**config.mk**
```make
export PLATFORM = sky130hd
export DESIGN_NAME = reg_decode
export DESIGN_NICKNAME = d
export VERILOG_FILES = /design/src/source/chroni_pkg.sv /design/src/source/reg_decode.sv
export SDC_FILE = /design/constraint.sdc
export NUM_CORES = 1
export LEC_CHECK = 0
export BUFFER_PORTS_ARGS = -buffer_cell sky130_fd_sc_hd__buf_2
export CORE_MARGIN = 5
export CORE_UTILIZATION = 53
export CTS_CLUSTER_SIZE = 28
export DETAILED_ROUTE_END_ITERATION = 10
export PLACE_DENSITY = 0.89
export SYNTH_ARGS = -nofsm -noshare
export SYNTH_HDL_FRONTEND = slang
export SYNTH_SLANG_ARGS = --single-unit
```
**constraint.sdc**
```tcl
create_clock -name sys_clk -period 3.6 [get_ports sys_clk]
set_input_delay 0.72 -clock sys_clk [delete_from_list [all_inputs] [get_ports sys_clk]]
set_output_delay 0.72 -clock sys_clk [all_outputs]
set_load 0.02 [all_outputs]
```
**src/source/chroni_pkg.sv**
```systemverilog
`default_nettype none

package chroni_pkg;

   typedef logic [16:0] vram_addr_t;   // 128 KiB of video memory
   typedef logic [7:0]  byte_t;
   typedef logic [15:0] color_t;       // rgb565
   typedef logic [6:0]  col_idx_t;
   typedef logic [7:0]  pal_idx_t;
   typedef logic [2:0]  font_scan_t;

   // cpu_addr[15:7] of the register window
   localparam logic [8:0] REG_BASE = 9'h120;

   localparam logic [6:0] REG_DL_LO     = 7'h00;
   localparam logic [6:0] REG_DL_HI     = 7'h01;
   localparam logic [6:0] REG_CHARSET   = 7'h02;
   localparam logic [6:0] REG_PAL_INDEX = 7'h04;
   localparam logic [6:0] REG_PAL_DATA  = 7'h05;   // low byte, then high byte
   localparam logic [6:0] REG_VADDR_LO  = 7'h06;
   localparam logic [6:0] REG_VADDR_HI  = 7'h07;
   localparam logic [6:0] REG_VADDR_TOP = 7'h08;   // bit 0 is address bit 16
   localparam logic [6:0] REG_VDATA     = 7'h09;

   // display list opcodes, low nibble of the instruction byte
   localparam logic [3:0] DL_BLANK = 4'd0;   // bits 6:4 hold the line count minus one
   localparam logic [3:0] DL_END   = 4'd1;
   localparam logic [3:0] DL_TEXT  = 4'd2;
   localparam int DL_LMS_BIT = 6;

   localparam int TEXT_COLS    = 16;
   localparam int CELL_LINES   = 8;
   localparam int VRAM_LATENCY = 1;

   typedef enum logic [2:0] {
      DLS_IDLE,
      DLS_READ,
      DLS_READ_WAIT,
      DLS_LMS,
      DLS_LMS_READ,
      DLS_EXEC,
      DLS_WAIT_LINE
   } dl_state_t;

   typedef enum logic [2:0] {
      FS_IDLE,
      FS_TEXT_READ,
      FS_ATTR_READ,
      FS_FONT_ADDR,
      FS_FONT_WAIT,
      FS_GLYPH_SEND
   } fetch_state_t;

endpackage

`default_nettype wire

```
**src/source/reg_decode.sv**
```systemverilog
`default_nettype none

module reg_decode (
   input  wire                         sys_clk,
   input  wire                         rst_n,
   input  wire [15:0]                  cpu_addr,
   input  wire chroni_pkg::byte_t      cpu_wr_data,
   input  wire                         cpu_wr_en,
   output chroni_pkg::vram_addr_t      dl_base,
   output chroni_pkg::byte_t           charset_base,
   output logic                        vram_wr_en,
   output chroni_pkg::vram_addr_t      vram_wr_addr,
   output chroni_pkg::byte_t           vram_wr_data,
   output logic                        pal_wr_en,
   output chroni_pkg::pal_idx_t        pal_wr_addr,
   output chroni_pkg::color_t          pal_wr_data
);
   import chroni_pkg::*;

   logic [15:0] dl_reg;   // list start, lower 64 KiB only
   vram_addr_t  vaddr;
   pal_idx_t    pal_idx;
   byte_t       pal_lo;
   logic        pal_hi;   // next data write is the high byte
   logic        reg_wr;

   assign reg_wr  = cpu_wr_en && (cpu_addr[15:7] == REG_BASE);
   assign dl_base = {1'b0, dl_reg};

   always_ff @(posedge sys_clk or negedge rst_n) begin
      if (!rst_n) begin
         dl_reg       <= '0;
         charset_base <= '0;
         vaddr        <= '0;
         pal_idx      <= '0;
         pal_hi       <= 1'b0;
         vram_wr_en   <= 1'b0;
         pal_wr_en    <= 1'b0;
      end else begin
         vram_wr_en <= 1'b0;
         pal_wr_en  <= 1'b0;
         if (reg_wr) begin
            case (cpu_addr[6:0])
               REG_DL_LO:     dl_reg[7:0]  <= cpu_wr_data;
               REG_DL_HI:     dl_reg[15:8] <= cpu_wr_data;
               REG_CHARSET:   charset_base <= cpu_wr_data;
               REG_PAL_INDEX: begin
                  pal_idx <= cpu_wr_data;
                  pal_hi  <= 1'b0;
               end
               REG_PAL_DATA: begin
                  if (pal_hi) begin
                     pal_wr_en <= 1'b1;   // pair lands next cycle
                     pal_idx   <= pal_idx + 1'b1;
                  end
                  pal_hi <= !pal_hi;
               end
               REG_VADDR_LO:  vaddr[7:0]  <= cpu_wr_data;
               REG_VADDR_HI:  vaddr[15:8] <= cpu_wr_data;
               REG_VADDR_TOP: vaddr[16]   <= cpu_wr_data[0];
               REG_VDATA: begin
                  vram_wr_en <= 1'b1;
                  vaddr      <= vaddr + 1'b1;
               end
               default: ;
            endcase
         end
      end
   end

   always_ff @(posedge sys_clk) begin
      if (reg_wr && cpu_addr[6:0] == REG_PAL_DATA) begin
         if (pal_hi) begin
            pal_wr_data <= {cpu_wr_data, pal_lo};
            pal_wr_addr <= pal_idx;
         end else begin
            pal_lo <= cpu_wr_data;
         end
      end
      if (reg_wr && cpu_addr[6:0] == REG_VDATA) begin
         vram_wr_data <= cpu_wr_data;
         vram_wr_addr <= vaddr;
      end
   end

endmodule

`default_nettype wire

```
==> impl_results.md <==
* Via count at 3175
* Synth Cell Area at 4410 µm²
* Htree depth at 3
* Die height at 101 µm
* Main combinational cell family by area after synthesis: simple AND/OR/NAND/NOR gates
* Largest net degree at the start of global routing at 36
* Syn_area_per_cell at 13.5 µm²
* Top flop regs: vaddr: 17 flops, vram_wr_addr: 17 flops
* RSZ-0062 raised after global routing: no
* Power density cells at 409 nW/µm²
* Core Region at 8180 µm²
* Mapped Nets at 356
* Final-stage net count at 464
* Die ar. at 10300 µm²
* GRT overflow at 0
* EDFF count, synth at 57
* Relative slew slack at 0.369
* CTS Buf Count at 9
* Crit path time final at 2.58 ns
* Top cells by area, synth: edfxtp_1 39%, dfrtp_1 29%, mux2_2 5.4%
* Worst setup SP type: input port
* Vias per cell at 5.83
* CP required at 3.89 ns
* Synth area leader: edfxtp_1
* Seq cells post-synth at 109
* Placed cell areas at 5060 µm²
* Share of the synthesized area in the top cell type at 0.388
* Actual slew at the worst max-slew pin at 0.944 ns
* # clock sinks at 109
* Max Freq at 0.388 GHz
* CTS tree: done
* ANT nets after route at 0
* DP HPWL at 6.88 mm
* Primary FF master, synth: edfxtp_1
* Worst hold slack at 0.346 ns
* Synth Area in Adders at 0.00567
* First-pass GRT wire length at 15.8 mm
* Area share of and/or/nand/nor cells after synthesis at 0.122
* GRT Overall Usage at 0.202
* Crit end category: flip-flop
* Clock-pin slew on the worst setup and hold paths at 0.11 ns
* RePlAce Congestion at 0.858
* XOR/XNOR Fraction of Synth Area at 0
* Clk_skew at 0.0112 ns
* Clock Path Buffers at 2
* I/O pins at 103
* CP max FO at 14
* Critical path arrival at 2.87 ns
* Initial Utilization at 0.540
* Setup Buffers After CTS at 0
* Dpl ws at 0.698 ns
* Share of cells above drive strength 1 at 0.366
* Input/output buffers at 101
* Vias in the first global route at 3029
* CTS root buf: clkbuf_8
* Drt wl/cell at 18.1 µm
* Ant. Diodes at 0
* Synth cell types at 47
* Final slew viol count at 0
* Hold Path Class: in2async
* Final WS setup at 1.02 ns
* Area growth syn-to-layout at 19.5%
* Crit Path Class: in2reg
* Cts hold-fix bufs at 0
* Initial antenna violation count at 0
* Outcome: complete, no violations
* Post_cts resized at 0
* Final Hold Vio Count at 0
* Worst-skew pair later-pin latency at 0.38 ns
* Total of max-cap violations at 0
* Mux contribution to synthesized area at 0.0697
* Tot Pwr at 2.16 mW
* Share of the yosys chip area belonging to registers at 0.683
* Pleak at 2.36 nW
* Fin Setup TNS at 0 ns
* Peak supply drop at 0.000222 V
* First drt pass iteration count at 5
* Final setup fails at 0
* Fin crit share at 0.717
* Die Width at 101 µm
* Worst r2r path cells at 6
* Total wire length at 9.89 mm
* Site row count at 33
* Synth warn at 0
* DRT iter0 DRCs at 205
* Fin area at 5270 µm²
* Synth Area in Compound Gates at 0.103
* Fraction of registers with async set/reset at 0.477
* # DRC at 0
* Mapped Cells at 327
[cells in the mapped netlist, types with 6 or more instances]
library cell / n
edfxtp_1: 57
dfrtp_1: 52
a21oi_1: 38
nand2_1: 26
mux2_2: 21
o21ai_0: 16
nand3_1: 14
nor2_1: 13
o22ai_1: 9
buf_2: 7
nand4_1: 7
nor3_1: 6
[layout by cell type, fill, tap and decap left out, types with 5 or more instances in the layout]
master | Yosys | layout
a21oi_1 | 38 | 38
buf_2 | 7 | 101
buf_4 | 2 | 5
clkbuf_8 | 0 | 9
dfrtp_1 | 52 | 52
edfxtp_1 | 57 | 57
inv_1 | 5 | 5
mux2_2 | 21 | 21
nand2_1 | 26 | 26
nand3_1 | 14 | 14
nand4_1 | 7 | 7
nor2_1 | 13 | 12
nor3_1 | 6 | 5
o21ai_0 | 16 | 16
o22ai_1 | 9 | 9
[logic make-up after synthesis]
group	count (synthesis)
other	1
flip-flops	109
AO/OA/AOI/OAI	79
buffers and inverters	15
multiplexers	27
AND/OR/NAND/NOR	94
adder cells (fa/ha/maj)	2
[where the power goes]
part / internal [mW] / total (mW) / switching [mW]
clock network: 0.339 / 0.779 / 0.441
logic: 0.0218 / 0.0720 / 0.0502
registers: 1.31 / 1.31 / 0.000520
total: 1.67 / 2.16 / 0.491
[worst paths after layout]
check / startpoint / end / slack, ns
worst min-delay path: rst_n / pal_idx[3] / 0.35
min in group sys_clk: pal_lo[3] / pal_wr_data[3] / 0.42
worst max-delay path: cpu_addr[5] / vaddr[2] / 1.02
max in group asynchronous: rst_n / vaddr[7] / 2.48
worst min register to register: pal_lo[3] / pal_wr_data[3] / 0.42
worst max register to register: vaddr[0] / vaddr[16] / 1.78
[per-stage QoR]
stage / std cells / util
4_1_cts: 545 / 0.645
2_1_floorplan: 327 / -
3_5_place_dp: 529 / 0.619
5_1_grt: 545 / 0.645
6_report: 545 / 0.645
3_3_place_gp: 529 / 0.619
[routing by layer]
layer  wire [µm]  part of all wire  GRT usage
met5           0                 0          0
met4         161             0.016     0.0613
met3         992              0.10     0.0592
met2        4730              0.48      0.320
met1        4010              0.41      0.273
[worst max-delay path, cell delays in order]
cell and delay (ns):
buf_2 0.10, nor3_1 0.44, nand4_1 0.33, nor2_1 0.82
o21ai_0 0.24, a22oi_1 0.23
[final cells by class]
cell class | count | area (µm²)
clock buffers | 9 | 124
clock inverters | 7 | 86.3
well taps | 105 | 131
repair buffers | 107 | 563
flip-flops and latches | 109 | 3010
multi-input cells | 203 | 1340
inverters | 5 | 18.8
fillers | 603 | 2900
No activity file was read; power rests on OpenSTA's default activity.
