`src/source/chroni_pkg.sv`:
```
`default_nettype none

package chroni_pkg;

   typedef logic [16:0] vram_addr_t;   // 128 KiB of video memory
   typedef logic [7:0]  byte_t;
   typedef logic [15:0] color_t;       // rgb565
   typedef logic [6:0]  col_idx_t;
   typedef logic [7:0]  pal_idx_t;
   typedef logic [2:0]  font_scan_t;

   // cpu_addr[15:7] of the register window
   localparam logic [8:0] REG_BASE = 9'h120;

   localparam logic [6:0] REG_DL_LO     = 7'h00;
   localparam logic [6:0] REG_DL_HI     = 7'h01;
   localparam logic [6:0] REG_CHARSET   = 7'h02;
   localparam logic [6:0] REG_PAL_INDEX = 7'h04;
   localparam logic [6:0] REG_PAL_DATA  = 7'h05;   // low byte, then high byte
   localparam logic [6:0] REG_VADDR_LO  = 7'h06;
   localparam logic [6:0] REG_VADDR_HI  = 7'h07;
   localparam logic [6:0] REG_VADDR_TOP = 7'h08;   // bit 0 is address bit 16
   localparam logic [6:0] REG_VDATA     = 7'h09;

   // display list opcodes, low nibble of the instruction byte
   localparam logic [3:0] DL_BLANK = 4'd0;   // bits 6:4 hold the line count minus one
   localparam logic [3:0] DL_END   = 4'd1;
   localparam logic [3:0] DL_TEXT  = 4'd2;
   localparam int DL_LMS_BIT = 6;

   localparam int TEXT_COLS    = 16;
   localparam int CELL_LINES   = 8;
   localparam int VRAM_LATENCY = 1;

   typedef enum logic [2:0] {
      DLS_IDLE,
      DLS_READ,
      DLS_READ_WAIT,
      DLS_LMS,
      DLS_LMS_READ,
      DLS_EXEC,
      DLS_WAIT_LINE
   } dl_state_t;

   typedef enum logic [2:0] {
      FS_IDLE,
      FS_TEXT_READ,
      FS_ATTR_READ,
      FS_FONT_ADDR,
      FS_FONT_WAIT,
      FS_GLYPH_SEND
   } fetch_state_t;

endpackage

`default_nettype wire

```
`src/source/pixel_out.sv`:
```
`default_nettype none

module pixel_out (
   input  wire                         sys_clk,
   input  wire                         rst_n,
   input  wire                         pal_wr_en,
   input  wire chroni_pkg::pal_idx_t   pal_wr_addr,
   input  wire chroni_pkg::color_t     pal_wr_data,
   input  wire                         glyph_req,
   input  wire chroni_pkg::byte_t      glyph_bits,
   input  wire chroni_pkg::byte_t      glyph_attr,
   output logic                        glyph_ack,
   output logic                        px_req,
   output chroni_pkg::color_t          px_color,
   input  wire                         px_ack
);
   import chroni_pkg::*;

   color_t     palette [2**$bits(pal_idx_t)];
   byte_t      shift;
   byte_t      attr;
   logic [3:0] px_left;
   logic       px_idle;
   logic       take;
   logic       emit;
   pal_idx_t   px_idx;

   assign px_idle = (px_left == '0) && !px_req && !px_ack;   // shifter empty, bus quiet
   assign take    = glyph_req && !glyph_ack && px_idle;
   assign emit    = (px_left != '0) && !px_req && !px_ack;
   assign px_idx  = {4'h0, shift[7] ? attr[3:0] : attr[7:4]};   // fg low nibble, bg high

   always_ff @(posedge sys_clk) begin
      if (pal_wr_en) begin
         palette[pal_wr_addr] <= pal_wr_data;
      end
   end

   always_ff @(posedge sys_clk) begin
      if (take) begin
         shift <= glyph_bits;
         attr  <= glyph_attr;
      end else if (emit) begin
         shift    <= {shift[6:0], 1'b0};
         px_color <= palette[px_idx];
      end
   end

   always_ff @(posedge sys_clk or negedge rst_n) begin
      if (!rst_n) begin
         glyph_ack <= 1'b0;
         px_req    <= 1'b0;
         px_left   <= '0;
      end else begin
         // ack stays up until the glyph's last pixel is done
         if (take) begin
            glyph_ack <= 1'b1;
            px_left   <= 4'($bits(byte_t));
         end else if (glyph_ack && !glyph_req && px_idle) begin
            glyph_ack <= 1'b0;
         end
         if (emit) begin
            px_req  <= 1'b1;
            px_left <= px_left - 1'b1;
         end else if (px_req && px_ack) begin
            px_req <= 1'b0;
         end
      end
   end

endmodule

`default_nettype wire

```
`config.mk`:
```
export PLATFORM = sky130hd
export DESIGN_NAME = pixel_out
export DESIGN_NICKNAME = d
export VERILOG_FILES = /design/src/source/chroni_pkg.sv /design/src/source/pixel_out.sv
export SDC_FILE = /design/constraint.sdc
export NUM_CORES = 1
export LEC_CHECK = 0
export BUFFER_PORTS_ARGS = -buffer_cell sky130_fd_sc_hd__buf_2
export CAP_MARGIN = 20
export CORE_ASPECT_RATIO = 0.5
export CORE_MARGIN = 4
export CORE_UTILIZATION = 59
export CTS_BUF_LIST = sky130_fd_sc_hd__clkbuf_2
export DETAILED_ROUTE_END_ITERATION = 8
export GPL_TIMING_DRIVEN = 0
export HOLD_SLACK_MARGIN = 0.05
export PLACE_DENSITY = 0.84
export REMOVE_ABC_BUFFERS = 1
export SYNTH_ARGS = -nofsm -noshare
export SYNTH_HDL_FRONTEND = slang
export SYNTH_SLANG_ARGS = --single-unit
```
`constraint.sdc`:
```
create_clock -name sys_clk -period 3 [get_ports sys_clk]
set_clock_uncertainty 0.05 [all_clocks]
set_input_delay 0.3 -clock sys_clk [delete_from_list [all_inputs] [get_ports sys_clk]]
set_output_delay 0.3 -clock sys_clk [all_outputs]
set_load 0.02 [all_outputs]
```
==> flow_summary.yaml <==
floorplanning:
  start_util: 0.608
  core_um2: 18600
  die_w_um: 204
  num_rows: 35
  fp.dieH_um: 106
  io_pins: 63
  dieArea_um2: 21500
timing:
  max_freq_mhz: 362
  grt_setup_unrepaired: "false"
  final.setup.tns_ps: 0
  setup_viol: 0
  slew-limit-headroom: 0.237
  hold_viol: 0
  finalCritPeriodShare: 0.920
  slew_violations: 0
  min_period_ps: 2760
  tightest_slew_ps: 1140
routing:
  firstDrtPassIters: 5
  antenna_left: 0
  drc: 0
  wl_per_cell_um: 24.1
  first_iter_violations: 733
  route.vias.total: 6542
  wl_um: 25900
  viasPerCell: 6.10
worst_setup_path:
  worstPathRequired_ps: 3560
  crit_top_cell: "buf_12"
  worstReg2RegEnd: "px_color[3]$_DFFE_PP_"
  critPathKind: "reg2reg"
  cp-start-kind: "flip-flop"
  r2r-start: "shift[7]$_DFFE_PP_"
  rrSetupSlack_ps: 240
  r2r_cells: 8
  crit_fanout: 21
  slowest_delay_ps: 630
  crit_family: "buffers and inverters"
  endpoint_kind: "flip-flop"
  slowest_stage: "or4_1"
  worstPathCellList: "buf_4 -> mux2i_4 -> buf_12 -> buf_12 -> buf_12 -> mux2i_1 -> o22ai_1 -> or4_1"
  critPathArrivalTime_ps: 3320
  crit_buf_inv: 4
yosys:
  synthArstFlopShare: 0.0204
  synth_area_leaders: "edfxtp_1 77%, mux2i_1 11%, o22ai_1 3.5%"
  yosysTopAreaCellShare: 0.766
  synth_top_cell_by_area: "edfxtp_1"
  synth_flop_cell: "edfxtp_1"
  syn_area_per_cell_um2: 18.3
  yosys_warnings: 0
  post-synth-top-count-cell: "edfxtp_1"
  synth_seq_area_share: 0.780
  synth_cell_type_count: 36
  ys_seq_elements: 294
  synthesis.area_um2: 11300
  syn_inst: 616
  netlist_top_cells_count: "288 x edfxtp_1, 129 x mux2i_1, 64 x o22ai_1, 26 x nand2_1"
  synth_edf_count: 288
place:
  hpwl_um: 15400
  dpl.cell_count: 938
  gp_congestion: 0.723
  dpl_cell_area_um2: 12200
  port_buffers: 62
final_layout:
  n_antenna_cell: 0
  design_area_um2: 13200
  drive_above_1_share: 0.252
  fin_util: 0.711
  regArea_um2: 8800
  fill_cells: 1137
  nets: 840
  area_delta_synth_final_pct: 16.9
  multi_input_area_um2: 2380
  final_cells: 1073
global_routing:
  grt_max_degree: 22
  gr-total-overflow: 0
  grt_pass1_wl_um: 38900
  grt_usage: 0.241
  antenna_found_initial: 0
  grt_pass1_vias: 6825
min_path:
  hold_class: "in2reg"
  whs_endpoint: "palette[6][1]$_DFFE_PP_"
  holdPathStages: 3
  hp-start: "pal_wr_en"
clock_tree:
  clk_pin_slew_ps: 140
  htreeDepth: 2
  cts_tree: "built"
  numCtsBuffers: 58
  clk_latency_ps: 850
  clkSinkCount: 294
  root_buffer: "clkbuf_2"
  cts_buffer_depth: 3
power:
  ir_worst_vdd_mv: 0.229
  powerDensity_nw_per_um2: 575
  power.leakage_nw: 4.83
  power_mw: 7.59
flow_run:
  cap_violations: 0
run_status:
  status: "finished, final reports clean"
-- cells by family (layout without fill, tap and decap cells) --
logic type | after synthesis | count (layout) | share of synthesized area
DFF | 294 | 294 | 0.780
muxes | 132 | 132 | 0.118
and+or+nand+nor | 81 | 81 | 0.0392
AOI/OAI and AO/OA | 77 | 77 | 0.0456
buffers and inverters | 29 | 227 | 0.0147
adders and majority gates | 2 | 2 | 0.00222
xor gates and xnor gates | 1 | 1 | 0.000776
-- how the worst max path moves through the flow --
stage / from / endpoint / slack (ps) / depth (start not counted)
finish: shift[7]$_DFFE_PP_ / px_color[3]$_DFFE_PP_ / 240 / 8
global route: px_left[0]$_DFFE_PN0P_ / shift[7]$_DFFE_PP_ / 90 / 8
CTS: shift[7]$_DFFE_PP_ / px_color[3]$_DFFE_PP_ / 10 / 7
detailed placement: shift[7]$_DFFE_PP_ / px_color[8]$_DFFE_PP_ / -530 / 7
global placement: shift[7]$_DFFE_PP_ / px_color[8]$_DFFE_PP_ / -11370 / 4
floorplan: shift[7]$_DFFE_PP_ / px_color[14]$_DFFE_PP_ / -8450 / 4
-- tightest hold or removal path, cell delays in order --
cell      delay (ps)
buf_2            120
nand4b_1         240
nor2_2           190
-- routing by layer --
layer	up-vias	share of wire	track usage
met5	-	0	0
met4	0	0.0080	0.0616
met3	25	0.11	0.0658
met2	408	0.46	0.369
met1	3264	0.42	0.349
li1	2845	-	-
-- metrics by stage --
stage                     hold WS [ps]  setup WS, ps
final                              131           240
after global routing              68.7          89.8
after CTS                         65.4          11.5
after detailed placement          79.8          -526
after global placement            75.7        -11370
after floorplan                  -45.6         -8450
-- final cells by class --
| class | count | share of cell area |
|---|---|---|
| repair buffers | 141 | 0.0934 |
| well taps | 259 | 0.0246 |
| clock buffers | 74 | 0.0281 |
| flip-flops and latches | 294 | 0.667 |
| multi-input cells | 293 | 0.181 |
| clock inverters | 7 | 0.00474 |
| inverters | 5 | 0.00171 |
-- layout by cell type (no fill, tap or decap), drive strengths merged --
| master | count |
|---|---|
| edfxtp | 288 |
| mux2i | 130 |
| buf | 98 |
| clkbuf | 74 |
| o22ai | 64 |
| dlygate4sd3 | 43 |
| nand2 | 26 |
| or4 | 16 |
| nor2 | 13 |
| o21ai | 10 |
| dfrtp | 6 |
| nor3 | 6 |
| inv | 5 |
| clkinv | 5 |
| nor3b | 4 |
| nand4b | 3 |
| nand2b | 3 |
| and3b | 3 |
| nand3 | 2 |
| ha | 2 |
| mux2 | 2 |
| clkinvlp | 1 |
| nor4 | 1 |
| or3 | 1 |
| nand4 | 1 |
| xnor2 | 1 |
| and2 | 1 |
| a21oi | 1 |
| a211oi | 1 |
| a31oi | 1 |
| and3 | 1 |
| bufinv | 1 |
-- flip-flops by register name, indices dropped and copies added (netlist names) --
register   count
px_color      16
palette      256
attr           8
px_left        4
px_req         1
glyph_ack      1
shift          8
-- repair_timing --
item	CTS	global route
hold buffers	43	0
pin swaps	0	1
endpoints found under the hold margin	333	0
setup buffers	1	7
gates resized for setup	0	1
setup endpoints to repair	15	11
-- where the power goes --
part	switching, mW	internal [mW]	leakage (nW)
sequential	0.0478	4.62	2.67
combinational	0.449	0.327	1.82
clock	1.40	0.742	0.336
No activity file was read; power rests on OpenSTA's default activity.
