$ cat src/source/chroni_pkg.sv
`default_nettype none

package chroni_pkg;

   typedef logic [16:0] vram_addr_t;   // 128 KiB of video memory
   typedef logic [7:0]  byte_t;
   typedef logic [15:0] color_t;       // rgb565
   typedef logic [6:0]  col_idx_t;
   typedef logic [7:0]  pal_idx_t;
   typedef logic [2:0]  font_scan_t;

   // cpu_addr[15:7] of the register window
   localparam logic [8:0] REG_BASE = 9'h120;

   localparam logic [6:0] REG_DL_LO     = 7'h00;
   localparam logic [6:0] REG_DL_HI     = 7'h01;
   localparam logic [6:0] REG_CHARSET   = 7'h02;
   localparam logic [6:0] REG_PAL_INDEX = 7'h04;
   localparam logic [6:0] REG_PAL_DATA  = 7'h05;   // low byte, then high byte
   localparam logic [6:0] REG_VADDR_LO  = 7'h06;
   localparam logic [6:0] REG_VADDR_HI  = 7'h07;
   localparam logic [6:0] REG_VADDR_TOP = 7'h08;   // bit 0 is address bit 16
   localparam logic [6:0] REG_VDATA     = 7'h09;

   // display list opcodes, low nibble of the instruction byte
   localparam logic [3:0] DL_BLANK = 4'd0;   // bits 6:4 hold the line count minus one
   localparam logic [3:0] DL_END   = 4'd1;
   localparam logic [3:0] DL_TEXT  = 4'd2;
   localparam int DL_LMS_BIT = 6;

   localparam int TEXT_COLS    = 16;
   localparam int CELL_LINES   = 8;
   localparam int VRAM_LATENCY = 1;

   typedef enum logic [2:0] {
      DLS_IDLE,
      DLS_READ,
      DLS_READ_WAIT,
      DLS_LMS,
      DLS_LMS_READ,
      DLS_EXEC,
      DLS_WAIT_LINE
   } dl_state_t;

   typedef enum logic [2:0] {
      FS_IDLE,
      FS_TEXT_READ,
      FS_ATTR_READ,
      FS_FONT_ADDR,
      FS_FONT_WAIT,
      FS_GLYPH_SEND
   } fetch_state_t;

endpackage

`default_nettype wire

$ cat src/source/dl_engine.sv
`default_nettype none

module dl_engine (
   input  wire                         sys_clk,
   input  wire                         rst_n,
   input  wire                         frame_start,
   input  wire                         line_start,
   input  wire chroni_pkg::vram_addr_t dl_base,
   input  wire chroni_pkg::byte_t      rd_data,
   input  wire                         row_done,
   output logic                        dl_reading,
   output chroni_pkg::vram_addr_t      dl_addr,
   output logic                        row_start,
   output chroni_pkg::vram_addr_t      text_addr,
   output chroni_pkg::vram_addr_t      attr_addr,
   output chroni_pkg::font_scan_t      font_scan,
   output logic                        line_busy
);
   import chroni_pkg::*;

   dl_state_t  state;
   vram_addr_t dl_ptr;
   logic [3:0] inst;
   logic [2:0] lines_left;   // lines still owed by the current instruction
   logic [1:0] lms_part;

   assign dl_addr    = dl_ptr;
   assign dl_reading = state inside {DLS_READ, DLS_READ_WAIT, DLS_LMS, DLS_LMS_READ};

   always_ff @(posedge sys_clk or negedge rst_n) begin
      if (!rst_n) begin
         state      <= DLS_IDLE;
         dl_ptr     <= '0;
         inst       <= DL_END;   // nothing is shown until the first frame_start
         lines_left <= '0;
         lms_part   <= '0;
         row_start  <= 1'b0;
         line_busy  <= 1'b0;
         text_addr  <= '0;
         attr_addr  <= '0;
         font_scan  <= '0;
      end else begin
         row_start <= 1'b0;
         case (state)
            DLS_IDLE: begin
               if (line_start) begin
                  line_busy <= 1'b1;
                  if (lines_left != '0) begin
                     lines_left <= lines_left - 1'b1;
                     state      <= DLS_EXEC;
                  end else if (inst == DL_END) begin
                     state <= DLS_EXEC;
                  end else begin
                     state <= DLS_READ;
                  end
               end
            end
            DLS_READ: state <= DLS_READ_WAIT;   // vram samples dl_ptr
            DLS_READ_WAIT: begin
               inst       <= rd_data[3:0];
               dl_ptr     <= dl_ptr + 1'b1;
               lines_left <= '0;
               state      <= DLS_EXEC;
               if (rd_data[3:0] == DL_BLANK) begin
                  lines_left <= rd_data[6:4];
               end else if (rd_data[3:0] == DL_TEXT) begin
                  lines_left <= 3'(CELL_LINES - 1);
                  font_scan  <= '0;
                  if (rd_data[DL_LMS_BIT]) begin
                     state <= DLS_LMS;
                  end
               end
            end
            DLS_LMS: state <= DLS_LMS_READ;
            DLS_LMS_READ: begin
               // text lo, text hi, attr lo, attr hi
               case (lms_part)
                  2'd0: text_addr[7:0]  <= rd_data;
                  2'd1: text_addr[16:8] <= {1'b0, rd_data};
                  2'd2: attr_addr[7:0]  <= rd_data;
                  2'd3: attr_addr[16:8] <= {1'b0, rd_data};
                  default: ;
               endcase
               dl_ptr   <= dl_ptr + 1'b1;
               lms_part <= lms_part + 1'b1;
               state    <= (lms_part == 2'd3) ? DLS_EXEC : DLS_LMS;
            end
            DLS_EXEC: begin
               if (inst == DL_TEXT) begin
                  row_start <= 1'b1;
                  state     <= DLS_WAIT_LINE;
               end else begin
                  line_busy <= 1'b0;   // blank line ends at once
                  state     <= DLS_IDLE;
               end
            end
            DLS_WAIT_LINE: begin
               if (row_done) begin
                  line_busy <= 1'b0;
                  state     <= DLS_IDLE;
                  font_scan <= font_scan + 1'b1;
                  if (font_scan == font_scan_t'(CELL_LINES - 1)) begin
                     text_addr <= text_addr + vram_addr_t'(TEXT_COLS);
                     attr_addr <= attr_addr + vram_addr_t'(TEXT_COLS);
                  end
               end
            end
            default: state <= DLS_IDLE;
         endcase
         if (frame_start) begin
            dl_ptr     <= dl_base;
            inst       <= DL_BLANK;
            lines_left <= '0;
         end
      end
   end

endmodule

`default_nettype wire

$ cat config.mk
export PLATFORM = sky130hd
export DESIGN_NAME = dl_engine
export DESIGN_NICKNAME = d
export VERILOG_FILES = /design/src/source/chroni_pkg.sv /design/src/source/dl_engine.sv
export SDC_FILE = /design/constraint.sdc
export NUM_CORES = 1
export LEC_CHECK = 0
export ABC_AREA = 1
export BUFFER_PORTS_ARGS = -buffer_cell sky130_fd_sc_hd__clkbuf_2
export CAP_MARGIN = 20
export CORE_MARGIN = 3
export CORE_UTILIZATION = 62
export CTS_BUF_LIST = sky130_fd_sc_hd__clkbuf_8
export CTS_CLUSTER_DIAMETER = 50
export DETAILED_ROUTE_END_ITERATION = 8
export PLACE_DENSITY = 0.89
export SLEW_MARGIN = 5
export SYNTH_ARGS = -nofsm -noshare
export SYNTH_HDL_FRONTEND = slang
export SYNTH_SLANG_ARGS = --single-unit
$ cat constraint.sdc
create_clock -name sys_clk -period 3.9 [get_ports sys_clk]
set_input_delay 0.78 -clock sys_clk [delete_from_list [all_inputs] [get_ports sys_clk]]
set_output_delay 0.78 -clock sys_clk [all_outputs]
set_load 0.02 [all_outputs]
==> out/results.txt <==
Worst hold path type: in2async
Clock share of power: 0.129
Rel. slew slack: 0.4228
Number of diodes added for antenna fixing: 0
Pins Over Slew Limit: 0
Main area contributors after synthesis: dfrtp_1 (39%), nand2_1 (16%), inv_1 (7.3%)
Worst slew pin tran: 0.8638 ns
Simple-gate area share of the yosys netlist: 0.3479
Proportion of synthesized flip-flops having asynchronous set or reset: 1.000
Number of nets in the final layout: 756
Gate power share: 0.510
F_max: 0.3562 GHz
Total clock buffers created by CTS: 9
WP data arrival: 3.09 ns
Worst path required time: 4.18 ns
Crit-path max FO: 31
Unrepaired setup endpoints after global routing: false
Post-layout minimum cycle time: 2.807 ns
Resized Gates After CTS: 0
Final core area utilization: 0.7579
Boundary Pins: 87
Sw frac: 0.5141
Most frequent CP cell: nand2_1
Initial core utilization: 0.6594
Count of clock tree sinks: 68
Worst setup slack for register-to-register paths: 1.57 ns
Share of cell area taken by muxes after synthesis: 0.005201
Maximum number of pins on one net before global-route repair: 51
Clock Pin Slew Worst Setup and Hold Paths: 0.07 ns
Skew-Pair Late Insertion Delay: 0.35 ns
Post-synthesis adder-cell area fraction: 0.03178
Number of buffers between clock root and the deepest sink: 2
Die Wd: 89.58 um
Post-CTS setup buffer count: 0
WS Path Type: in2reg
Critical path capture point type: register
Chip Height: 89.58 um
Reg area: 1703 um2
Initial antenna violation count: 0
Net count of the mapped netlist: 670
Xor and xnor fraction of the mapped netlist area: 0.004045
Post-CTS Hold Fix Bufs: 0
Routed Antenna Nets: 0
Synth top area share: 0.3872
Detailed-router iteration count before antenna repair: 5
Largest voltage drop on the vdd net: 0.0004924 V
Dominant combinational cell family by area after synthesis: simple AND/OR/NAND/NOR gates
Vias per inst: 5.642
Synthesis-to-finish area growth: 14.94%
Buffers and inverters on the worst path: 4
Sequential Power Share: 0.361
Setup total negative slack: 0 ns
Worst clock skew: 0.01089 ns
Largest stage delay on the critical path: 0.64 ns
Std-Cell Core Area: 6568 um2
Post-synth EDFFs: 0
Post-route worst setup slack: 1.093 ns
Drt initial violations: 364
Mean instance size in the synthesized netlist: 6.885 um2
Fraction of the yosys area taken by sequential cells: 0.3932
Number of max-capacitance violations reported: 0
Fillcell total: 499
Global route overflow: 0
Hold violation count in the final report: 0
Gate count after technology mapping: 629
Library cell with the highest instance count after synthesis: nand2_1
Count of input and output buffers: 86
Number of setup violations in the final report: 0
Family with the most delay on the worst path: buffers and inverters
Total number of yosys warnings: 0
Leakage: 2.645 nW
Hold slack: 0.3636 ns
Via count of the first global-routing pass: 4123
H-tree levels: 3
Synth top cells by count: nand2_1 (186), inv_1 (84), nor2_1 (74)
Area of the multi-input gates: 2237 um2
DR vias: 4587
Row count: 29
Switching power of the nets: 0.002032 W
Wirelength per Cell: 14.40 um
Crit path max-delay cell type: inv_1
Gpl congestion: 0.9320
Die outline area: 8024 um2
DRC Markers: 0
Status: complete, no violations
Complex-gate fraction of the synthesized area: 0.1277
Library cell with the largest summed area after synthesis: dfrtp_1
Final HPWL DP: 8542 um
Final Power: 0.003953 W
Seq cells post-synth: 68
Unique masters post-synth: 35
Clock root buffer: clkbuf_8
Depth of the worst register-to-register path: 8
Final worst path period share: 0.7198
Global Route Usage Sum: 0.3054
Fraction of final layout cells with drive strength greater than 1: 0.1653
TritonCTS clock tree: built
Depth of the critical timing path with buffers and inverters included: 8
Cells traversed along the worst timing path: clkbuf_2 > inv_1 > nand2_1 > inv_1 > nand2_1 > inv_1 > nand2_1 > nand2_1
Cell Int Power: 0.001921 W
Most used flip-flop cell after synthesis: dfrtp_1
Critical Path Start Type: input port
Aggregate routed wire length: 11710 um
Global-route wire length before repair: 19090 um
Power density relative to cell area: 794.2 nW/um2
Post-synthesis instance area: 4330 um2
Worst slack at placement: 0.7964 ns
[logic make-up (layout without fill, tap and decap cells)]
logic type,after synthesis,count (layout)
flip-flops,68,68
AND/OR/NAND/NOR,352,352
adder cells (fa/ha/maj),11,11
XOR/XNOR,2,2
AO/OA/AOI/OAI,97,97
multiplexers,2,2
buffers and inverters,97,188
[final cells by class]
cell class                 count  area share
clock inverter                 6    0.005279
timing repair buffer          87     0.08798
sequential                    68      0.3421
tap                           93     0.02338
clock buffer                  10     0.02765
multi-input combinational    464      0.4495
inverter                      85     0.06410
[power groups by stage]
stage,Combinational (W),Clock [W],Sequential (W)
2_1_floorplan,0.00115,0,0.00164
3_3_place_gp,0.00191,0,0.00140
3_5_place_dp,0.00199,0,0.00142
4_1_cts,0.00201,0.000510,0.00141
5_1_grt,0.00225,0.000540,0.00147
6_report,0.00202,0.000511,0.00143
[flip-flops by register name, indices dropped and copies added, names as in the netlist]
register and count:
lms_part 2, state 3, text_addr 17, row_start 1, lines_left 3, attr_addr 17, font_scan 3, dl_addr 17
inst 4, line_busy 1
[through the flow]
step,area (um2),cells
after global routing,4977,813
after detailed placement,4813,797
after floorplan,4330,629
after CTS,4977,813
after global placement,4813,797
final,4977,813
[path summary, 6_finish.rpt]
check                             from            end
min                              rst_n  text_addr[10]
max reg2reg                   state[0]     dl_addr[6]
max                        frame_start    dl_addr[14]
min in group sys_clk           inst[3]        inst[3]
min reg2reg                    inst[3]        inst[3]
max in group asynchronous        rst_n    lms_part[1]
[cell usage in the layout (no fill, tap or decap), types with 2 or more instances in the layout]
master,instances
dfrtp_1,67
o2111ai_1,2
inv_1,87
clkbuf_8,10
o22ai_1,2
a21o_1,2
clkbuf_2,85
or2_2,3
o21ai_1,2
mux2_2,2
o21a_1,6
o21ai_0,52
nand2_1,186
a21oi_4,2
nor2_4,3
nand3b_1,4
nand2_2,5
nand3_1,59
nand4_1,15
a21oi_1,22
nor3_1,2
a31oi_1,3
nor2_1,74
clkinv_2,3
ha_1,11
[metal layers]
metal	wire, um	vias to the layer above	GRT usage
met5	0	-	0
met4	222	0	0.1137
met3	1025	22	0.04927
met2	5612	237	0.5007
met1	4848	2123	0.4087
li1	-	2205	-
(Power assumes the default switching activity.)
