--- src/source/chroni_pkg.sv ---
`default_nettype none

package chroni_pkg;

   typedef logic [16:0] vram_addr_t;   // 128 KiB of video memory
   typedef logic [7:0]  byte_t;
   typedef logic [15:0] color_t;       // rgb565
   typedef logic [6:0]  col_idx_t;
   typedef logic [7:0]  pal_idx_t;
   typedef logic [2:0]  font_scan_t;

   // cpu_addr[15:7] of the register window
   localparam logic [8:0] REG_BASE = 9'h120;

   localparam logic [6:0] REG_DL_LO     = 7'h00;
   localparam logic [6:0] REG_DL_HI     = 7'h01;
   localparam logic [6:0] REG_CHARSET   = 7'h02;
   localparam logic [6:0] REG_PAL_INDEX = 7'h04;
   localparam logic [6:0] REG_PAL_DATA  = 7'h05;   // low byte, then high byte
   localparam logic [6:0] REG_VADDR_LO  = 7'h06;
   localparam logic [6:0] REG_VADDR_HI  = 7'h07;
   localparam logic [6:0] REG_VADDR_TOP = 7'h08;   // bit 0 is address bit 16
   localparam logic [6:0] REG_VDATA     = 7'h09;

   // display list opcodes, low nibble of the instruction byte
   localparam logic [3:0] DL_BLANK = 4'd0;   // bits 6:4 hold the line count minus one
   localparam logic [3:0] DL_END   = 4'd1;
   localparam logic [3:0] DL_TEXT  = 4'd2;
   localparam int DL_LMS_BIT = 6;

   localparam int TEXT_COLS    = 16;
   localparam int CELL_LINES   = 8;
   localparam int VRAM_LATENCY = 1;

   typedef enum logic [2:0] {
      DLS_IDLE,
      DLS_READ,
      DLS_READ_WAIT,
      DLS_LMS,
      DLS_LMS_READ,
      DLS_EXEC,
      DLS_WAIT_LINE
   } dl_state_t;

   typedef enum logic [2:0] {
      FS_IDLE,
      FS_TEXT_READ,
      FS_ATTR_READ,
      FS_FONT_ADDR,
      FS_FONT_WAIT,
      FS_GLYPH_SEND
   } fetch_state_t;

endpackage

`default_nettype wire

--- src/source/char_fetch.sv ---
`default_nettype none

module char_fetch (
   input  wire                         sys_clk,
   input  wire                         rst_n,
   input  wire                         row_start,
   input  wire chroni_pkg::vram_addr_t text_addr,
   input  wire chroni_pkg::vram_addr_t attr_addr,
   input  wire chroni_pkg::font_scan_t font_scan,
   input  wire chroni_pkg::byte_t      charset_base,
   input  wire chroni_pkg::byte_t      rd_data,
   output chroni_pkg::vram_addr_t      fetch_addr,
   output logic                        row_done,
   output logic                        glyph_req,
   output chroni_pkg::byte_t           glyph_bits,
   output chroni_pkg::byte_t           glyph_attr,
   input  wire                         glyph_ack
);
   import chroni_pkg::*;

   fetch_state_t state;
   col_idx_t     col;
   byte_t        text_buf [TEXT_COLS];
   byte_t        attr_buf [TEXT_COLS];
   logic         ld_valid;   // rd_data holds a row byte this cycle
   logic         ld_attr;
   col_idx_t     ld_col;
   logic         row_pend;
   logic         last_col;
   byte_t        cur_char;
   logic [6:0]   font_page;

   assign last_col  = col == col_idx_t'(TEXT_COLS - 1);
   assign cur_char  = text_buf[col[$clog2(TEXT_COLS)-1:0]];
   assign font_page = charset_base[6:0] + 7'(cur_char[7]);

   always_comb begin
      case (state)
         FS_TEXT_READ: fetch_addr = text_addr + vram_addr_t'(col);
         FS_ATTR_READ: fetch_addr = attr_addr + vram_addr_t'(col);
         default:      fetch_addr = {font_page, cur_char[6:0], font_scan};
      endcase
   end

   always_ff @(posedge sys_clk) begin
      if (ld_valid) begin
         if (ld_attr) begin
            attr_buf[ld_col[$clog2(TEXT_COLS)-1:0]] <= rd_data;
         end else begin
            text_buf[ld_col[$clog2(TEXT_COLS)-1:0]] <= rd_data;
         end
      end
      if (state == FS_FONT_WAIT) begin
         glyph_bits <= rd_data;
         glyph_attr <= attr_buf[col[$clog2(TEXT_COLS)-1:0]];
      end
   end

   always_ff @(posedge sys_clk or negedge rst_n) begin
      if (!rst_n) begin
         state     <= FS_IDLE;
         col       <= '0;
         ld_valid  <= 1'b0;
         ld_attr   <= 1'b0;
         ld_col    <= '0;
         row_pend  <= 1'b0;
         row_done  <= 1'b0;
         glyph_req <= 1'b0;
      end else begin
         row_done <= 1'b0;
         ld_valid <= 1'b0;
         case (state)
            FS_IDLE: begin
               // row ends once pixel_out has drained the last glyph
               if (row_pend && !glyph_ack) begin
                  row_done <= 1'b1;
                  row_pend <= 1'b0;
               end
               if (row_start) begin
                  col   <= '0;
                  state <= (font_scan == '0) ? FS_TEXT_READ : FS_FONT_ADDR;
               end
            end
            FS_TEXT_READ, FS_ATTR_READ: begin
               ld_valid <= 1'b1;
               ld_attr  <= state == FS_ATTR_READ;
               ld_col   <= col;
               if (last_col) begin
                  col   <= '0;
                  state <= (state == FS_TEXT_READ) ? FS_ATTR_READ : FS_FONT_ADDR;
               end else begin
                  col <= col + 1'b1;
               end
            end
            FS_FONT_ADDR: state <= FS_FONT_WAIT;
            FS_FONT_WAIT: state <= FS_GLYPH_SEND;
            FS_GLYPH_SEND: begin
               if (glyph_req) begin
                  if (glyph_ack) begin
                     glyph_req <= 1'b0;
                     if (last_col) begin
                        row_pend <= 1'b1;
                        state    <= FS_IDLE;
                     end else begin
                        col   <= col + 1'b1;
                        state <= FS_FONT_ADDR;   // fetch ahead while pixels shift
                     end
                  end
               end else if (!glyph_ack) begin
                  glyph_req <= 1'b1;
               end
            end
            default: state <= FS_IDLE;
         endcase
      end
   end

endmodule

`default_nettype wire

--- config.mk ---
export PLATFORM = sky130hd
export DESIGN_NAME = char_fetch
export DESIGN_NICKNAME = d
export VERILOG_FILES = /design/src/source/chroni_pkg.sv /design/src/source/char_fetch.sv
export SDC_FILE = /design/constraint.sdc
export NUM_CORES = 1
export LEC_CHECK = 0
export BUFFER_PORTS_ARGS = -buffer_cell sky130_fd_sc_hd__clkbuf_2
export CAP_MARGIN = 5
export CORE_MARGIN = 2
export CORE_UTILIZATION = 60
export CTS_CLUSTER_DIAMETER = 30
export CTS_CLUSTER_SIZE = 16
export DETAILED_ROUTE_END_ITERATION = 8
export PLACE_DENSITY = 0.79
export SLEW_MARGIN = 20
export SYNTH_ARGS = -nofsm -noshare
export SYNTH_HDL_FRONTEND = slang
export SYNTH_SLANG_ARGS = --single-unit
--- constraint.sdc ---
create_clock -name sys_clk -period 12.2 [get_ports sys_clk]
set_clock_uncertainty 0.15 [all_clocks]
set_input_delay 2.44 -clock sys_clk [delete_from_list [all_inputs] [get_ports sys_clk]]
set_output_delay 2.44 -clock sys_clk [all_outputs]
set_load 0.01 [all_outputs]
==> impl_results.md <==
* Final cycle utilization of the critical path at 0.5845
* Top achievable clock speed at 140.2 MHz
* Horizontal extent of the die at 148.0 um
* Count of input and output buffers at 90
* Worst-case hold slack at 0.3619 ns
* Most area-consuming cells after synthesis: sky130_fd_sc_hd__edfxtp_1, sky130_fd_sc_hd__mux4_2, sky130_fd_sc_hd__dfrtp_1, sky130_fd_sc_hd__nand2_1, sky130_fd_sc_hd__nor2_1
* Vertical die dimension at 148.0 um
* Sinks on Clock Net at 291
* Layer carrying the most global-route usage: met2
* Post-CTS Hold Buffers at 0
* Synthesis-to-finish area growth at 17.85%
* Required time at the worst-slack endpoint at 9.61 ns
* Weighted congestion at the end of routability-driven global placement at 0.8693
* Antenna cell count at 0
* Fin. max-slew vios at 0
* Maximum net fanout on the critical path at 4
* Arrival time of data at the critical path endpoint at 4.54 ns
* HPWL reported at the end of detailed placement at 16430 um
* CTS clk-pin slew, worst paths at 0.05 ns
* Total gr overflow at 0
* Total Routing Usage GR at 0.2693
* Static power due to leakage at 5.059 nW
* Final min period at 7.130 ns
* Destination of the worst hold path: row_done
* Reg-to-reg startpoint: col[0]
* Launching element type of the critical path: input port
* Pwr Total at 0.003512 W
* Critical Setup Path Class: in2out
* Post-DR vias/cell at 6.395
* Later-pin clock latency in the skew report at 0.52 ns
* Number of buffers created by CTS at 43
* Largest net degree at the start of global routing at 43
* Worst slew margin relative to its limit at 0.3609
* Total vias in the final route at 7201
* Unrepaired setup endpoints after global routing: false
* Post-CTS Resized at 0
* Pwr/cell area at 239.6 nW/um^2
* CTS tree: yes
* Post-Synthesis Mean Instance Area at 17.35 sq um
* Number of cells on the worst reg-to-reg path at 7
* Fraction of met2 tracks used by global routing at 0.4431
* Tightest Pin Transition at 0.9545 ns
* Floorplan Core Area at 20300 sq um
* Number of flip-flops and latches in the synthesized netlist at 291
* WHS Path Cells at 2
* Worst voltage drop across the vdd grid at 193.6 uV
* Max-cap violation count at 0
* Post-synth EDFFs at 272
* Number of antenna violations at the first check in global routing at 0
* Total setup buffers inserted after CTS at 0
* Top_reg_cell synth: sky130_fd_sc_hd__edfxtp_1
* Residual antenna-violating net count after detailed routing at 0
* Final-stage net count at 892
* Most used standard cell by instance count after synthesis: sky130_fd_sc_hd__edfxtp_1
* Mapped Cells at 717
* Number of warnings issued by yosys at 0
* Number of non-filler instances in the completed layout at 1126
* Fraction of layout instances using a drive strength above 1 at 0.3131
* Syn_nets at 785
* Routed wire length at 28690 um
* Synth cell types at 63
* Setup tns final at 0 ns
* Area enclosed by the die boundary at 21900 sq um
* Commonest cells post-synth: sky130_fd_sc_hd__edfxtp_1, sky130_fd_sc_hd__mux4_2, sky130_fd_sc_hd__nand2_1
* First drt pass iteration count at 5
* Number of cells in the design after placement at 1049
* Area fraction of the dominant cell type after synthesis at 0.6566
* Drt initial violations at 634
* Root Buffer Master: sky130_fd_sc_hd__clkbuf_16
* Status: completed
* Worst reg2reg setup slack at 8.73 ns
* Crit Reg-Reg Endpoint: col[5]
* Hold Startpoint: row_pend
* Element type at the critical path end: primary output
* Sequential share of the synthesized area at 0.6948
* Largest area contributor in the synthesized netlist: sky130_fd_sc_hd__edfxtp_1
* Setup violation total in the final timing report at 0
* Initial cell density of the core at 0.6128
* Final hold violations at 0
* I/O pin count at 92
* Synth async-reset ratio at 0.06529
* Post-synthesis instance area at 12440 sq um
* Remaining design rule violation count at 0
* Met1 track demand over resource at 0.3831
* Worst min-delay path class: reg2reg
* Number of placement rows at 52
* Count of H-tree levels built during CTS at 2
* Maximum root-to-sink buffer count at 3
* Routing usage on met3 at 0.04167
* Global-route wire length before repair at 44080 um
* Via count of the first global-routing pass at 7197
* Average detailed-routed wire length per instance at 25.48 um
-- stage by stage --
step | setup WS (ns) | instance area (sq um) | utilization
2_1_floorplan | 5.490 | 12440 | -
3_3_place_gp | 5.116 | 13130 | 0.6470
3_5_place_dp | 5.104 | 13140 | 0.6475
4_1_cts | 5.076 | 14660 | 0.7222
5_1_grt | 4.833 | 14660 | 0.7222
6_report | 5.070 | 14660 | 0.7222
-- cell families (layout without fill, tap and decap cells) --
kind of cell,count (synthesis),after routing,share of synthesized area
buffers and inverters,44,183,0.01680
AO/OA/AOI/OAI,67,67,0.03923
AND/OR/NAND/NOR,195,195,0.07403
XOR/XNOR,14,14,0.009857
flip-flops,291,291,0.6948
multiplexers,95,95,0.1536
adder cells (fa/ha/maj),11,11,0.01167
-- cells in the final DEF (no fill, tap or decap), types with 8 or more instances in the layout --
cell and n:
sky130_fd_sc_hd__edfxtp_1 272, sky130_fd_sc_hd__mux2i_1 15, sky130_fd_sc_hd__bufinv_16 8, sky130_fd_sc_hd__ha_1 10, sky130_fd_sc_hd__a21oi_1 10, sky130_fd_sc_hd__nand3_1 17
sky130_fd_sc_hd__nand2_1 72, sky130_fd_sc_hd__mux4_2 75, sky130_fd_sc_hd__clkbuf_16 44, sky130_fd_sc_hd__nand4_1 10, sky130_fd_sc_hd__dfrtp_1 17, sky130_fd_sc_hd__nor3_1 14
sky130_fd_sc_hd__clkbuf_2 90, sky130_fd_sc_hd__nor2_1 42, sky130_fd_sc_hd__o21ai_0 14, sky130_fd_sc_hd__buf_4 12
-- critical path, stage by stage --
cell and delay, ns:
sky130_fd_sc_hd__clkbuf_2 0.08, sky130_fd_sc_hd__nand2_1 0.05, sky130_fd_sc_hd__nand2_1 0.06, sky130_fd_sc_hd__ha_1 0.21, sky130_fd_sc_hd__fa_1 0.41, sky130_fd_sc_hd__a21o_1 0.22, sky130_fd_sc_hd__a21oi_1 0.40, sky130_fd_sc_hd__nand2_1 0.14
sky130_fd_sc_hd__a211o_1 0.30, sky130_fd_sc_hd__nand3_1 0.10, sky130_fd_sc_hd__clkbuf_2 0.14
-- per-layer routing --
| metal | wire (um) | up-vias |
|---|---|---|
| met4 | 582 | 0 |
| li1 | - | 3101 |
| met3 | 2361 | 52 |
| met2 | 14330 | 428 |
| met1 | 11420 | 3620 |
| met5 | 0 | - |
-- layout make-up --
| cell class | instances | area, sq um |
|---|---|---|
| Fill cell | 1172 | 5639 |
| Clock buffer | 50 | 1134 |
| Clock inverter | 27 | 382.9 |
| Timing Repair Buffer | 102 | 540.5 |
| Inverter | 4 | 15.01 |
| Sequential cell | 291 | 8648 |
| Multi-Input combinational cell | 382 | 3602 |
| Tap cell | 270 | 337.8 |
-- power by group --
part           switching (W)  leakage (nW)  internal [W]
registers           0.000110          2.70       0.00117
logic               0.000527          1.62      0.000426
clock network       0.000441         0.741      0.000840
total                0.00108          5.06       0.00243
-- state kept, by name, indices dropped and copies added, names as in the netlist --
signal,count
state,3
row_pend,1
row_done,1
glyph_attr,8
glyph_req,1
col,7
ld_valid,1
glyph_bits,8
ld_col,4
ld_attr,1
text_buf,128
attr_buf,128
-- how the worst max path moves through the flow --
stage	start	to	cells past startpoint
finish	text_addr[0]	fetch_addr[10]	11
detailed placement	text_addr[0]	fetch_addr[10]	11
CTS	text_addr[0]	fetch_addr[10]	11
global placement	text_addr[0]	fetch_addr[10]	11
global route	text_addr[0]	fetch_addr[10]	11
floorplan	text_addr[0]	fetch_addr[10]	9
No activity file was read; power rests on OpenSTA's default activity.
